--- src/source/cpu_defs.svh ---
`ifndef CPU_DEFS_SVH
`define CPU_DEFS_SVH

`define DATA_W      8
`define REG_COUNT   8
`define DMEM_DEPTH  256
`define PMEM_DEPTH  256

// Opcodes in bits 8..6, 000 is NOP
`define OP_LDI   3'b001
`define OP_LDR   3'b010
`define OP_STI   3'b011
`define OP_STR   3'b100
`define OP_MOV   3'b101
`define OP_MATH  3'b110
`define OP_JMP   3'b111

// Write-back source
`define SEL_PC    3'b000
`define SEL_MEM   3'b001
`define SEL_IMM   3'b010
`define SEL_ALU   3'b011
`define SEL_REG   3'b100
`define SEL_NONE  3'b111

`endif

--- src/source/cpuPkg.sv ---
`include "cpu_defs.svh"

package cpuPkg;

    typedef logic [`DATA_W-1:0] word_t;     // Data or data address
    typedef logic [2:0]         regIdx_t;
    typedef logic [8:0]         instr_t;

    // Bit 3 set means the ALU result is in use and flags update
    typedef logic [3:0]         aluOp_t;

    // Bit 3 set means a jump instruction is active
    typedef logic [3:0]         cond_t;

    typedef logic [2:0]         wbSel_t;

    // 00 none, 01 indirect read, 10 store immediate, 11 store register
    typedef logic [1:0]         memCtl_t;

    typedef logic [`DATA_W-1:0] pcAddr_t;

endpackage

--- src/source/controlUnit.sv ---
`timescale 1ns/1ps
`include "cpu_defs.svh"

module controlUnit (
    input  cpuPkg::instr_t  i_instr,
    output logic            o_regWe,
    output cpuPkg::regIdx_t o_regDst,
    output cpuPkg::wbSel_t  o_wbSel,
    output cpuPkg::regIdx_t o_imm,
    output cpuPkg::cond_t   o_cond,
    output cpuPkg::aluOp_t  o_aluOp,
    output cpuPkg::memCtl_t o_memCtl,
    output cpuPkg::regIdx_t o_regX,
    output cpuPkg::regIdx_t o_regY
);
    import cpuPkg::*;

    logic [2:0] opcode;
    regIdx_t    fieldHi;    // Bits 5..3
    regIdx_t    fieldLo;    // Bits 2..0

    assign opcode  = i_instr[8:6];
    assign fieldHi = i_instr[5:3];
    assign fieldLo = i_instr[2:0];

    always_comb begin
        o_regWe  = 1'b0;
        o_regDst = '0;
        o_wbSel  = `SEL_NONE;
        o_imm    = '0;
        o_cond   = '0;
        o_aluOp  = '0;
        o_memCtl = 2'b00;
        o_regX   = '0;
        o_regY   = '0;
        case (opcode)
            `OP_LDI: begin
                o_regWe  = 1'b1;
                o_regDst = fieldHi;
                o_wbSel  = `SEL_IMM;
                o_imm    = fieldLo;
            end
            `OP_LDR: begin
                o_regWe  = 1'b1;
                o_regDst = fieldHi;
                o_wbSel  = `SEL_MEM;
                o_memCtl = 2'b01;
                o_regY   = fieldLo;       // Address register
            end
            `OP_STI: begin
                o_memCtl = 2'b10;
                o_imm    = fieldLo;
                o_regX   = fieldHi;
            end
            `OP_STR: begin
                o_memCtl = 2'b11;
                o_regX   = fieldHi;
                o_regY   = fieldLo;
            end
            `OP_MOV: begin
                o_regWe  = 1'b1;
                o_regDst = fieldHi;
                o_wbSel  = `SEL_REG;
                o_regY   = fieldLo;
            end
            `OP_MATH: begin
                o_regWe  = 1'b1;          // Result always to R0
                o_wbSel  = `SEL_ALU;
                o_aluOp  = {1'b1, fieldLo};
                o_regX   = fieldHi;
            end
            `OP_JMP: begin
                o_regDst = regIdx_t'(`REG_COUNT - 1);
                o_cond   = {1'b1, fieldLo};
                o_regX   = fieldHi;       // Target register
                if (fieldLo == 3'b001) begin
                    o_regWe = 1'b1;       // Call links into R7
                    o_wbSel = `SEL_PC;
                end
            end
            default: begin
                o_regWe = 1'b0;           // NOP
                o_wbSel = `SEL_NONE;
            end
        endcase
    end

    // A register write and a store never come from the same instruction
    always_comb begin
        assert (!(o_regWe && o_memCtl[1]))
            else $error("controlUnit: register write during store, instr %h", i_instr);
    end

endmodule

--- src/source/registerBank.sv ---
`timescale 1ns/1ps
`include "cpu_defs.svh"

module registerBank (
    input  logic            i_clk,
    input  logic            i_arstN,
    input  logic            i_we,
    input  cpuPkg::regIdx_t i_dst,
    input  cpuPkg::regIdx_t i_idxX,
    input  cpuPkg::regIdx_t i_idxY,
    input  cpuPkg::wbSel_t  i_wbSel,
    input  cpuPkg::regIdx_t i_imm,
    input  cpuPkg::pcAddr_t i_pcNext,
    input  cpuPkg::word_t   i_memData,
    input  cpuPkg::word_t   i_aluResult,
    output cpuPkg::word_t   o_valX,
    output cpuPkg::word_t   o_valY,
    output cpuPkg::word_t   o_valR0,
    output cpuPkg::word_t   o_wrData
);
    import cpuPkg::*;

    word_t regs [`REG_COUNT];

    assign o_valX  = regs[i_idxX];
    assign o_valY  = regs[i_idxY];
    assign o_valR0 = regs[0];

    always_comb begin
        case (i_wbSel)
            `SEL_PC:  o_wrData = word_t'(i_pcNext);    // Return address
            `SEL_MEM: o_wrData = i_memData;
            `SEL_IMM: o_wrData = word_t'(i_imm);       // Zero extended
            `SEL_ALU: o_wrData = i_aluResult;
            `SEL_REG: o_wrData = o_valY;
            default:  o_wrData = '0;
        endcase
    end

    always_ff @(posedge i_clk or negedge i_arstN) begin
        if (!i_arstN) begin
            for (int i = 0; i < `REG_COUNT; i++) begin
                regs[i] <= '0;
            end
        end else if (i_we) begin
            regs[i_dst] <= o_wrData;
        end
    end

    assert property (@(posedge i_clk) disable iff (!i_arstN)
        i_we |-> (i_wbSel != `SEL_NONE))
        else $error("registerBank: write to R%0d without a source", i_dst);

endmodule

--- src/source/alu.sv ---
`timescale 1ns/1ps
`include "cpu_defs.svh"

module alu (
    input  logic           i_clk,
    input  logic           i_arstN,
    input  cpuPkg::aluOp_t i_op,
    input  cpuPkg::word_t  i_a,
    input  cpuPkg::word_t  i_b,
    output cpuPkg::word_t  o_result,
    output logic           o_zero,
    output logic           o_carry
);

    logic [`DATA_W:0] wide;    // Top bit is carry or borrow

    always_comb begin
        case (i_op[2:0])
            3'b000:  wide = {1'b0, i_a} + {1'b0, i_b};
            3'b001:  wide = {1'b0, i_a} - {1'b0, i_b};   // Borrow when a < b
            3'b010:  wide = {1'b0, i_a & i_b};
            3'b011:  wide = {1'b0, i_a | i_b};
            3'b100:  wide = {1'b0, i_a ^ i_b};
            3'b101:  wide = {i_a, 1'b0};                 // MSB out to carry
            3'b110:  wide = {i_a[0], 1'b0, i_a[`DATA_W-1:1]};
            default: wide = {1'b0, ~i_a};
        endcase
    end

    assign o_result = wide[`DATA_W-1:0];

    always_ff @(posedge i_clk or negedge i_arstN) begin
        if (!i_arstN) begin
            o_zero  <= 1'b0;
            o_carry <= 1'b0;
        end else if (i_op[3]) begin    // Only on MATH
            o_zero  <= (o_result == '0);
            o_carry <= wide[`DATA_W];
        end
    end

endmodule

--- src/source/instructionFetch.sv ---
`timescale 1ns/1ps
`include "cpu_defs.svh"

module instructionFetch (
    input  logic            i_clk,
    input  logic            i_arstN,
    input  logic            i_run,
    input  logic            i_progWe,
    input  cpuPkg::pcAddr_t i_progAddr,
    input  cpuPkg::instr_t  i_progData,
    input  cpuPkg::cond_t   i_cond,
    input  cpuPkg::word_t   i_target,
    input  logic            i_zero,
    input  logic            i_carry,
    output cpuPkg::instr_t  o_instr,
    output cpuPkg::pcAddr_t o_pc,
    output cpuPkg::pcAddr_t o_pcNext
);
    import cpuPkg::*;

    instr_t pmem [`PMEM_DEPTH];
    logic   condMet;
    logic   jumpTaken;

    always_ff @(posedge i_clk) begin
        if (i_progWe && !i_run) begin
            pmem[i_progAddr] <= i_progData;
        end
    end

    assign o_instr  = i_run ? pmem[o_pc] : '0;    // NOP while stopped
    assign o_pcNext = o_pc + 1'b1;                // Wraps at 256

    always_comb begin
        case (i_cond[2:0])
            3'b000, 3'b001: condMet = 1'b1;       // Jump and call
            3'b010:         condMet = i_zero;
            3'b011:         condMet = !i_zero;
            3'b100:         condMet = i_carry;
            3'b101:         condMet = !i_carry;
            default:        condMet = 1'b0;
        endcase
    end

    assign jumpTaken = i_cond[3] && condMet;

    always_ff @(posedge i_clk or negedge i_arstN) begin
        if (!i_arstN) begin
            o_pc <= '0;
        end else if (i_run) begin
            o_pc <= jumpTaken ? pcAddr_t'(i_target) : o_pcNext;
        end
    end

    // Program loads only happen while the core is stopped
    assert property (@(posedge i_clk) disable iff (!i_arstN)
        !(i_progWe && i_run))
        else $error("instructionFetch: program write at %h while running", i_progAddr);

endmodule

--- src/source/dataMemory.sv ---
`timescale 1ns/1ps
`include "cpu_defs.svh"

module dataMemory (
    input  logic            i_clk,
    input  cpuPkg::memCtl_t i_ctl,
    input  cpuPkg::word_t   i_addrX,
    input  cpuPkg::word_t   i_addrY,
    input  cpuPkg::regIdx_t i_imm,
    input  cpuPkg::word_t   i_valY,
    output cpuPkg::word_t   o_rdData,
    output logic            o_we,
    output cpuPkg::word_t   o_addr,
    output cpuPkg::word_t   o_wrData
);
    import cpuPkg::*;

    word_t mem [`DMEM_DEPTH];

    assign o_we     = i_ctl[1];                          // Both store codes
    assign o_addr   = (i_ctl == 2'b01) ? i_addrY : i_addrX;
    assign o_wrData = (i_ctl == 2'b10) ? word_t'(i_imm) : i_valY;
    assign o_rdData = mem[o_addr];

    always_ff @(posedge i_clk) begin
        if (o_we) begin
            mem[o_addr] <= o_wrData;
        end
    end

endmodule

--- src/source/cpuTop.sv ---
`timescale 1ns/1ps

module cpuTop (
    input  logic            i_clk,
    input  logic            i_arstN,
    input  logic            i_run,
    input  logic            i_progWe,
    input  cpuPkg::pcAddr_t i_progAddr,
    input  cpuPkg::instr_t  i_progData,
    output cpuPkg::pcAddr_t o_pc,
    output logic            o_regWe,
    output cpuPkg::regIdx_t o_regIdx,
    output cpuPkg::word_t   o_regData,
    output logic            o_memWe,
    output cpuPkg::word_t   o_memAddr,
    output cpuPkg::word_t   o_memData
);
    import cpuPkg::*;

    instr_t  instr;
    pcAddr_t pcNext;
    wbSel_t  wbSel;
    regIdx_t imm;
    regIdx_t regX;
    regIdx_t regY;
    cond_t   cond;
    aluOp_t  aluOp;
    memCtl_t memCtl;
    word_t   valX;
    word_t   valY;
    word_t   valR0;
    word_t   aluResult;
    word_t   memRdData;
    logic    zeroFlag;
    logic    carryFlag;

    instructionFetch u_fetch (
        .i_clk      (i_clk),
        .i_arstN    (i_arstN),
        .i_run      (i_run),
        .i_progWe   (i_progWe),
        .i_progAddr (i_progAddr),
        .i_progData (i_progData),
        .i_cond     (cond),
        .i_target   (valX),          // Jump target is RX
        .i_zero     (zeroFlag),
        .i_carry    (carryFlag),
        .o_instr    (instr),
        .o_pc       (o_pc),
        .o_pcNext   (pcNext)
    );

    controlUnit u_ctrl (
        .i_instr  (instr),
        .o_regWe  (o_regWe),
        .o_regDst (o_regIdx),
        .o_wbSel  (wbSel),
        .o_imm    (imm),
        .o_cond   (cond),
        .o_aluOp  (aluOp),
        .o_memCtl (memCtl),
        .o_regX   (regX),
        .o_regY   (regY)
    );

    registerBank u_regs (
        .i_clk       (i_clk),
        .i_arstN     (i_arstN),
        .i_we        (o_regWe),
        .i_dst       (o_regIdx),
        .i_idxX      (regX),
        .i_idxY      (regY),
        .i_wbSel     (wbSel),
        .i_imm       (imm),
        .i_pcNext    (pcNext),
        .i_memData   (memRdData),
        .i_aluResult (aluResult),
        .o_valX      (valX),
        .o_valY      (valY),
        .o_valR0     (valR0),
        .o_wrData    (o_regData)
    );

    alu u_alu (
        .i_clk    (i_clk),
        .i_arstN  (i_arstN),
        .i_op     (aluOp),
        .i_a      (valR0),           // R0 op RX
        .i_b      (valX),
        .o_result (aluResult),
        .o_zero   (zeroFlag),
        .o_carry  (carryFlag)
    );

    dataMemory u_dmem (
        .i_clk    (i_clk),
        .i_ctl    (memCtl),
        .i_addrX  (valX),
        .i_addrY  (valY),
        .i_imm    (imm),
        .i_valY   (valY),
        .o_rdData (memRdData),
        .o_we     (o_memWe),
        .o_addr   (o_memAddr),
        .o_wrData (o_memData)
    );

endmodule

--- config.mk ---
export PLATFORM = sky130hd
export DESIGN_NAME = cpuTop
export DESIGN_NICKNAME = d
export VERILOG_FILES = /design/src/source/cpuPkg.sv /design/src/source/controlUnit.sv /design/src/source/registerBank.sv /design/src/source/alu.sv /design/src/source/instructionFetch.sv /design/src/source/dataMemory.sv /design/src/source/cpuTop.sv
export VERILOG_INCLUDE_DIRS = /design/src /design/src/source
export SDC_FILE = /design/constraint.sdc
export NUM_CORES = 2
export LEC_CHECK = 0
export BUFFER_PORTS_ARGS = -buffer_cell sky130_fd_sc_hd__clkbuf_2
export CORE_MARGIN = 2
export CORE_UTILIZATION = 30
export CTS_BUF_LIST = sky130_fd_sc_hd__clkbuf_2 sky130_fd_sc_hd__clkbuf_4 sky130_fd_sc_hd__clkbuf_8
export DETAILED_ROUTE_END_ITERATION = 10
export MAX_ROUTING_LAYER = met4
export PLACE_DENSITY = 0.4
export SLEW_MARGIN = 40
export SYNTH_ARGS = -nofsm -noshare
export SYNTH_HDL_FRONTEND = slang
export SYNTH_MEMORY_MAX_BITS = 65536
export SYNTH_SLANG_ARGS = --single-unit
--- constraint.sdc ---
create_clock -name i_clk -period 29.1 [get_ports i_clk]
set_clock_uncertainty 0.2 [all_clocks]
set_input_delay 5.82 -clock i_clk [delete_from_list [all_inputs] [get_ports i_clk]]
set_output_delay 5.82 -clock i_clk [all_outputs]
set_load 0.01 [all_outputs]
# [Yosys cells after proc, flatten, opt, wreduce, memory -nomap -nowiden]
# Memories as Yosys holds them, arrays and structs flattened.
# Cells that the tools add are included.
[word_totals] mem_count=2 out_inout_bits=37 latch_bits=0 rom_bits=0 input_bits=21 register_bits=74 ramBits=4352 word_cells=99
[memory_table] memory="u_fetch.pmem" words=256 word_bits=9 read_ports=1 rd_clocked_by_memory_dff=0 write_ports=1 line="instructionFetch.sv:21" rtl="instr_t pmem [`PMEM_DEPTH];"
[memory_table] memory="u_dmem.mem" words=256 word_bits=8 read_ports=1 rd_clocked_by_memory_dff=0 write_ports=1 line="dataMemory.sv:18" rtl="word_t mem [`DMEM_DEPTH];"
[classes] addsub=3 div=0 n_mul=0 order_cmp=4 bitwise_logic=7 eq_ne=25 n_shift=0 n_reduce_logical=16 n_mux=31
[op_table] cell="64-bit bitwise mux" count=1
[op_table] cell="8-bit two-way mux" count=8
[op_table] cell="9-bit one-hot mux with 7 select lines" count=1
[op_table] cell="8-bit binary-select mux with 3-bit select" count=2
[op_table] cell="8-bit one-hot mux with 5 select lines" count=1
[op_table] cell="3-bit equality test (second input constant)" count=10
[op_table] cell="8-bit demux with 3-bit select" count=1
[op_table] cell="3-bit by 2-bit equality test with 1-bit output (second input constant)" count=8
[op_table] cell="3-bit by 1-bit equality test with 1-bit output (second input constant)" count=5
[op_table] cell="3-bit one-hot mux with 5 select lines" count=1
[op_table] cell="4-bit >= comparator (second input constant)" count=3
[op_table] cell="3-bit two-way mux" count=4
[op_table] cell="3-bit inverter with 4-bit output" count=3
[op_table] cell="8-bit by 8-bit adder with 9-bit output" count=1
[op_table] cell="3-bit logical NOT" count=3
[op_table] cell="9-bit two-way mux" count=1
[op_table] cell="8-bit by 8-bit subtractor with 9-bit output" count=1
[op_table] cell="8-bit by 1-bit adder with 8-bit output (second input constant)" count=1
[op_table] cell="8-bit bitwise AND" count=1
[op_table] cell="8-bit logical NOT" count=1
[op_table] cell="4-bit two-way mux" count=2
[op_table] cell="8-bit inverter" count=1
[op_table] cell="8-bit bitwise OR" count=1
[op_table] cell="4-bit OR reduction" count=2
[op_table] cell="other kinds (13)" count=23

# [Depth between registers and ports, before layout]
# An unclocked memory read counts as a cell.
[logic_depth] word_depth=13 ltp_mapped=44 mapped_depth_nobuf=31

# [Hierarchy]
# A second synthesis with hierarchy kept.
[unflattened] cells_unflattened=9698 hier_area_um2=177270.0
[by_module_without_submodules] module="instructionFetch" seq_area_each_um2=69386.5 area_per_inst_um2=90556.9 cells_per_inst=4242 instances=1
[by_module_without_submodules] module="dataMemory" seq_area_each_um2=61499.0 area_per_inst_um2=81205.4 cells_per_inst=4880 instances=1
[by_module_without_submodules] module="registerBank" seq_area_each_um2=1601.5 area_per_inst_um2=3686.0 cells_per_inst=333 instances=1
[by_module_without_submodules] module="alu" seq_area_each_um2=50.0 area_per_inst_um2=1488.9 cells_per_inst=197 instances=1
[by_module_without_submodules] module="controlUnit" seq_area_each_um2=0.0 area_per_inst_um2=332.8 cells_per_inst=46 instances=1

# [Least setup slack after synthesis]
# Ideal clock, no wire load.
[synth_timing] path_kind="input port to output port" startpoint="input i_run" endpoint="output o_memData[0]" t_arrival_ps=18070 path_slack_ps=5010 required_time_ps=23080 path_buffers=3 stages=9 path_cell_list="buf_2 -> clkbuf_1 -> buf_1 -> nand2_1 -> ha_1 -> inv_1 -> o41a_1 -> nand2_1 -> o31ai_1"
[synth_between] elab_chain_len=9 elab_cells_between_ends=17 classes_between="6 x eq/ne; 8 x mux; 1 x bitwise; 2 x reduce/logical"
[synth_lines] item="start, declared" line="cpuTop.sv:6" rtl="input logic i_run,"
[synth_lines] item="9-bit two-way mux (*)" line="instructionFetch.sv:31" rtl="assign o_instr = i_run ? pmem[o_pc] : '0;"
[synth_lines] item="3-bit by 2-bit equality test with 1-bit output or 3-bit equality test (tied branches)" line="controlUnit.sv:36" rtl="case (opcode)"
[synth_lines] item="3-bit OR reduction (no source line)"
[synth_lines] item="3-bit two-way mux" line="controlUnit.sv:36"
[synth_lines] item="3-bit inverter with 4-bit output (not written as such)" line="registerBank.sv:26" rtl="assign o_valY = regs[i_idxY];"
[synth_lines] item="8-bit binary-select mux with 3-bit select" line="registerBank.sv:26"
[synth_lines] item="8-bit two-way mux (not written as such) (2 in a row)" line="registerBank.sv:26"
[synth_lines] item="8-bit two-way mux (*)" line="dataMemory.sv:22" rtl="assign o_wrData = (i_ctl == 2'b10) ? word_t'(i_imm) : i_valY;"
[synth_lines] item="end, declared" line="cpuTop.sv:16" rtl="output cpuPkg::word_t o_memData"
# Every way passes the cells marked *; elsewhere a longest branch is shown, timed or not. The select of a mux whose other input is x is not followed.

# [Final worst setup path]
[layout_timing] startpoint="input i_run" endpoint="output o_regData[3]"
[layout_between] elab_chain_len=11 elab_cells_between_ends=47 classes_between="2 x add/sub; 19 x eq/ne; 16 x mux; 5 x bitwise; 4 x reduce/logical; 1 x memory"
[layout_lines] item="9-bit two-way mux (*)" line="instructionFetch.sv:31"
[layout_lines] item="3-bit by 2-bit equality test with 1-bit output or 3-bit equality test (tied branches)" line="controlUnit.sv:36"
[layout_lines] item="4-bit OR reduction (no source line) or 3-bit OR reduction (tied branches)"
[layout_lines] item="3-bit two-way mux" line="controlUnit.sv:36"
[layout_lines] item="3-bit inverter with 4-bit output, on equally long branches" line="registerBank.sv:25, registerBank.sv:26"
[layout_lines] item="8-bit binary-select mux with 3-bit select, on equally long branches" line="registerBank.sv:25, registerBank.sv:26"
[layout_lines] item="8-bit two-way mux, on equally long branches (2 in a row)" line="registerBank.sv:25, registerBank.sv:26"
[layout_lines] item="8-bit two-way mux, or another cell as far along" line="dataMemory.sv:21" rtl="assign o_addr = (i_ctl == 2'b01) ? i_addrY : i_addrX;"
[layout_lines] item="memory 256 x 8 bit or 9-bit one-hot mux with 7 select lines (tied branches)"
[layout_lines] item="8-bit one-hot mux with 5 select lines (*)" line="registerBank.sv:30" rtl="case (i_wbSel)"
[layout_lines] item="end, declared" line="cpuTop.sv:13" rtl="output cpuPkg::word_t o_regData,"
# Marks and branches as above.

==> impl_metrics.json <==
{
  "grt_pass1_wl_mm": 945,
  "synth.avg_cell_area_um2": 15.9,
  "status": "finished, final reports clean",
  "final-setup-viol-count": 0,
  "r2r-end": "u_regs.regs[7]",
  "final.fill_count": 56800,
  "die_area_mm2": 0.602,
  "die_y_um": 776,
  "synth_edf_count": 4352,
  "cts.clk_slew.worst_paths_ns": 0.06,
  "htreeDepth": 6,
  "initial_core_util": 0.301,
  "yosys_warnings": 0,
  "first_global_vias": 107000,
  "finalHoldViolCount": 0,
  "min_from": "u_regs.regs[1]",
  "num_rows": 283,
  "crit_family": "buffers and inverters",
  "holdPathStages": 1,
  "rsz0062_at_grt": "no",
  "fmax_mhz": 45.0,
  "fin_crit_sh": 0.764,
  "port_buffers": 57,
  "fin_hold_ws_ns": 0.315,
  "gr-usage-met3": 0.0438,
  "drt-total-wl_mm": 704,
  "cts_made_buffers": 759,
  "dp_slack_ns": 7.39,
  "antenna_found_initial": 76,
  "grt_use_total": 0.233,
  "ys.flop_type": "edfxtp_1",
  "dr_total_vias": 110000,
  "slowest_delay_ns": 0.86,
  "drive_gt1_frac": 0.233,
  "slew_headroom": 0.350,
  "cpMostUsedCell": "buf_4",
  "grt_use_met2": 0.343,
  "dp_hpwl_mm": 441,
  "max-cap-violations": 0,
  "die_w_um": 776,
  "gp_congestion": 0.871,
  "worstMarginPinSlew_ns": 0.966,
  "area_delta_synth_final_pct": 15.4,
  "cp_max_fo": 111,
  "slew_viol_final": 0,
  "slowest_stage": "or4_1",
  "grt_max_degree": 163,
  "yosysSeqAreaShare": 0.741,
  "cts_buffer_depth": 4,
  "hold_path_end": "u_regs.regs[1]",
  "worst-endpoint-arrival_ns": 16.20,
  "final_cells": 20300,
  "final_antenna_net_count": 0,
  "core_area_mm2": 0.594,
  "path_class": "primary input to output port",
  "firstDrtPassIters": 6,
  "fin_nets": 11800,
  "post_cts_resized": 0,
  "synth_nets": 11300,
  "use_met1": 0.332,
  "syn_area_mm2": 0.179,
  "final.setup.tns_ns": 0,
  "min_path_type": "flip-flop to flip-flop",
  "cp.required_ns": 23.08,
  "synthArstFlopShare": 0.0167,
  "grt_remaining_overflow": 0,
  "r2r_cells": 31,
  "syn_inst": 11200,
  "critical_path_buf_inv_count": 12,
  "r2r_setup_slack_ns": 14.48,
  "r2r-start": "u_fetch.o_pc[2]",
  "via_per_inst": 5.42,
  "layout_min_cycle_time_ns": 22.22,
  "end_kind": "output port",
  "avgRoutedWirePerCell_um": 34.7,
  "cts_tree": "built",
  "worst_slack_ns": 6.88,
  "drc": 0,
  "cts_sinks": 4426,
  "drtIter0Drc": 14400,
  "top_usage_layer": "met2",
  "boundaryPins": 58,
  "clock_latency_ns": 1.36,
  "cts_hold_buf": 0,
  "root_buffer": "clkbuf_8",
  "post_cts_buffers": 0,
  "synth-seq-cells": 4426,
  "dp_cells": 18900,
  "ys_types": 115,
  "start_kind": "primary input"
}
-- state kept, by name, summed over array words and instances (netlist names) --
name            cells
u_fetch.pmem     2304
u_dmem.mem       2048
u_regs.o_valR0      8
u_alu.o_zero        1
u_fetch.o_pc        8
u_alu.o_carry       1
u_regs.regs        56
-- layer usage --
metal,vias up,part of all wire
li1,45100,-
met1,58700,0.45
met2,5254,0.44
met3,960,0.080
met4,0,0.025
met5,-,0
-- stage by stage --
stage          utilization  cell area, um2
2_1_floorplan            -          179000
3_3_place_gp         0.318          189000
3_5_place_dp         0.322          191000
4_1_cts              0.346          206000
5_1_grt              0.347          206000
6_report             0.347          206000
-- logic make-up after synthesis --
group | count (synthesis) | share of synthesized area
simple gates | 3585 | 0.0869
xor+xnor | 21 | 0.00103
flops | 4426 | 0.741
fa+ha+maj | 31 | 0.00221
mux | 1115 | 0.0912
buf+inv | 786 | 0.0261
compound gates | 1276 | 0.0516
-- worst max-delay path by stage --
stage	from	endpoint	slack, ns	cells after the start
after detailed placement	i_run	o_regData[3]	7.39	29
after CTS	i_run	o_regData[3]	7.36	29
after floorplan	i_run	o_memData[0]	5.01	9
after global placement	i_run	o_regData[3]	7.04	28
final	i_run	o_regData[3]	6.88	29
after global routing	i_run	o_regData[3]	6.69	29
-- cell usage in the layout, fill, tap and decap left out, types with 49 or more instances in the layout --
cell type	n
dfrtp_1	67
buf_12	51
a21oi_1	225
a221oi_1	61
nor2_1	169
clkbuf_8	782
nand3_1	687
clkinv_1	218
a32oi_1	75
a31oi_1	144
inv_1	55
clkinv_2	77
o21ai_0	119
buf_4	359
and3_1	77
nor3_1	49
edfxtp_1	4352
mux4_2	391
nand2_1	1739
mux2i_1	628
o22ai_1	78
mux2_2	81
nand4_1	113
a22oi_1	101
clkbuf_4	251
nor2_2	491
-- synth_stat cells (17+ instances only) --
cell type | number | area share
a2111oi_0 | 23 | 0.0011
a211oi_1 | 34 | 0.0014
a21oi_1 | 227 | 0.0064
a221o_1 | 18 | 0.0010
a221oi_1 | 62 | 0.0030
a22o_1 | 34 | 0.0017
a22oi_1 | 101 | 0.0042
a311oi_1 | 21 | 0.0010
a31oi_1 | 146 | 0.0051
a32oi_1 | 75 | 0.0037
and2_1 | 25 | 0.00087
and3_1 | 78 | 0.0027
buf_1 | 25 | 0.00052
buf_12 | 19 | 0.0021
buf_2 | 277 | 0.0077
buf_4 | 134 | 0.0056
buf_6 | 49 | 0.0031
buf_8 | 17 | 0.0014
clkbuf_1 | 199 | 0.0042
dfrtp_1 | 74 | 0.010
edfxtp_1 | 4352 | 0.73
ha_1 | 30 | 0.0021
inv_1 | 59 | 0.0012
mux2_2 | 81 | 0.0051
mux2i_1 | 632 | 0.035
mux4_2 | 391 | 0.049
nand2_1 | 1751 | 0.037
nand3_1 | 719 | 0.020
nand4_1 | 113 | 0.0040
nor2_1 | 680 | 0.014
nor2b_1 | 21 | 0.00073
nor3_1 | 59 | 0.0017
nor4_1 | 34 | 0.0012
o2111ai_1 | 27 | 0.0013
o211ai_1 | 32 | 0.0013
o21ai_0 | 131 | 0.0037
o221ai_1 | 46 | 0.0023
o22ai_1 | 80 | 0.0028
or3_1 | 19 | 0.00066
-- cell type report --
class | instances | area [um2] | area share
Antenna cell | 25 | 62.6 | 0.000303
Clock buffer | 1027 | 12600 | 0.0609
Clock inverter | 359 | 2220 | 0.0108
Inverter | 66 | 280 | 0.00136
Multi-Input combinational cell | 6028 | 44100 | 0.213
Sequential cell | 4426 | 133000 | 0.642
Tap cell | 7837 | 9810 | 0.0475
Timing Repair Buffer | 510 | 4900 | 0.0237
Power is left out: the tool's default activity adds up to more than one toggle a clock period on the data nets, which glitch-free logic cannot reach.
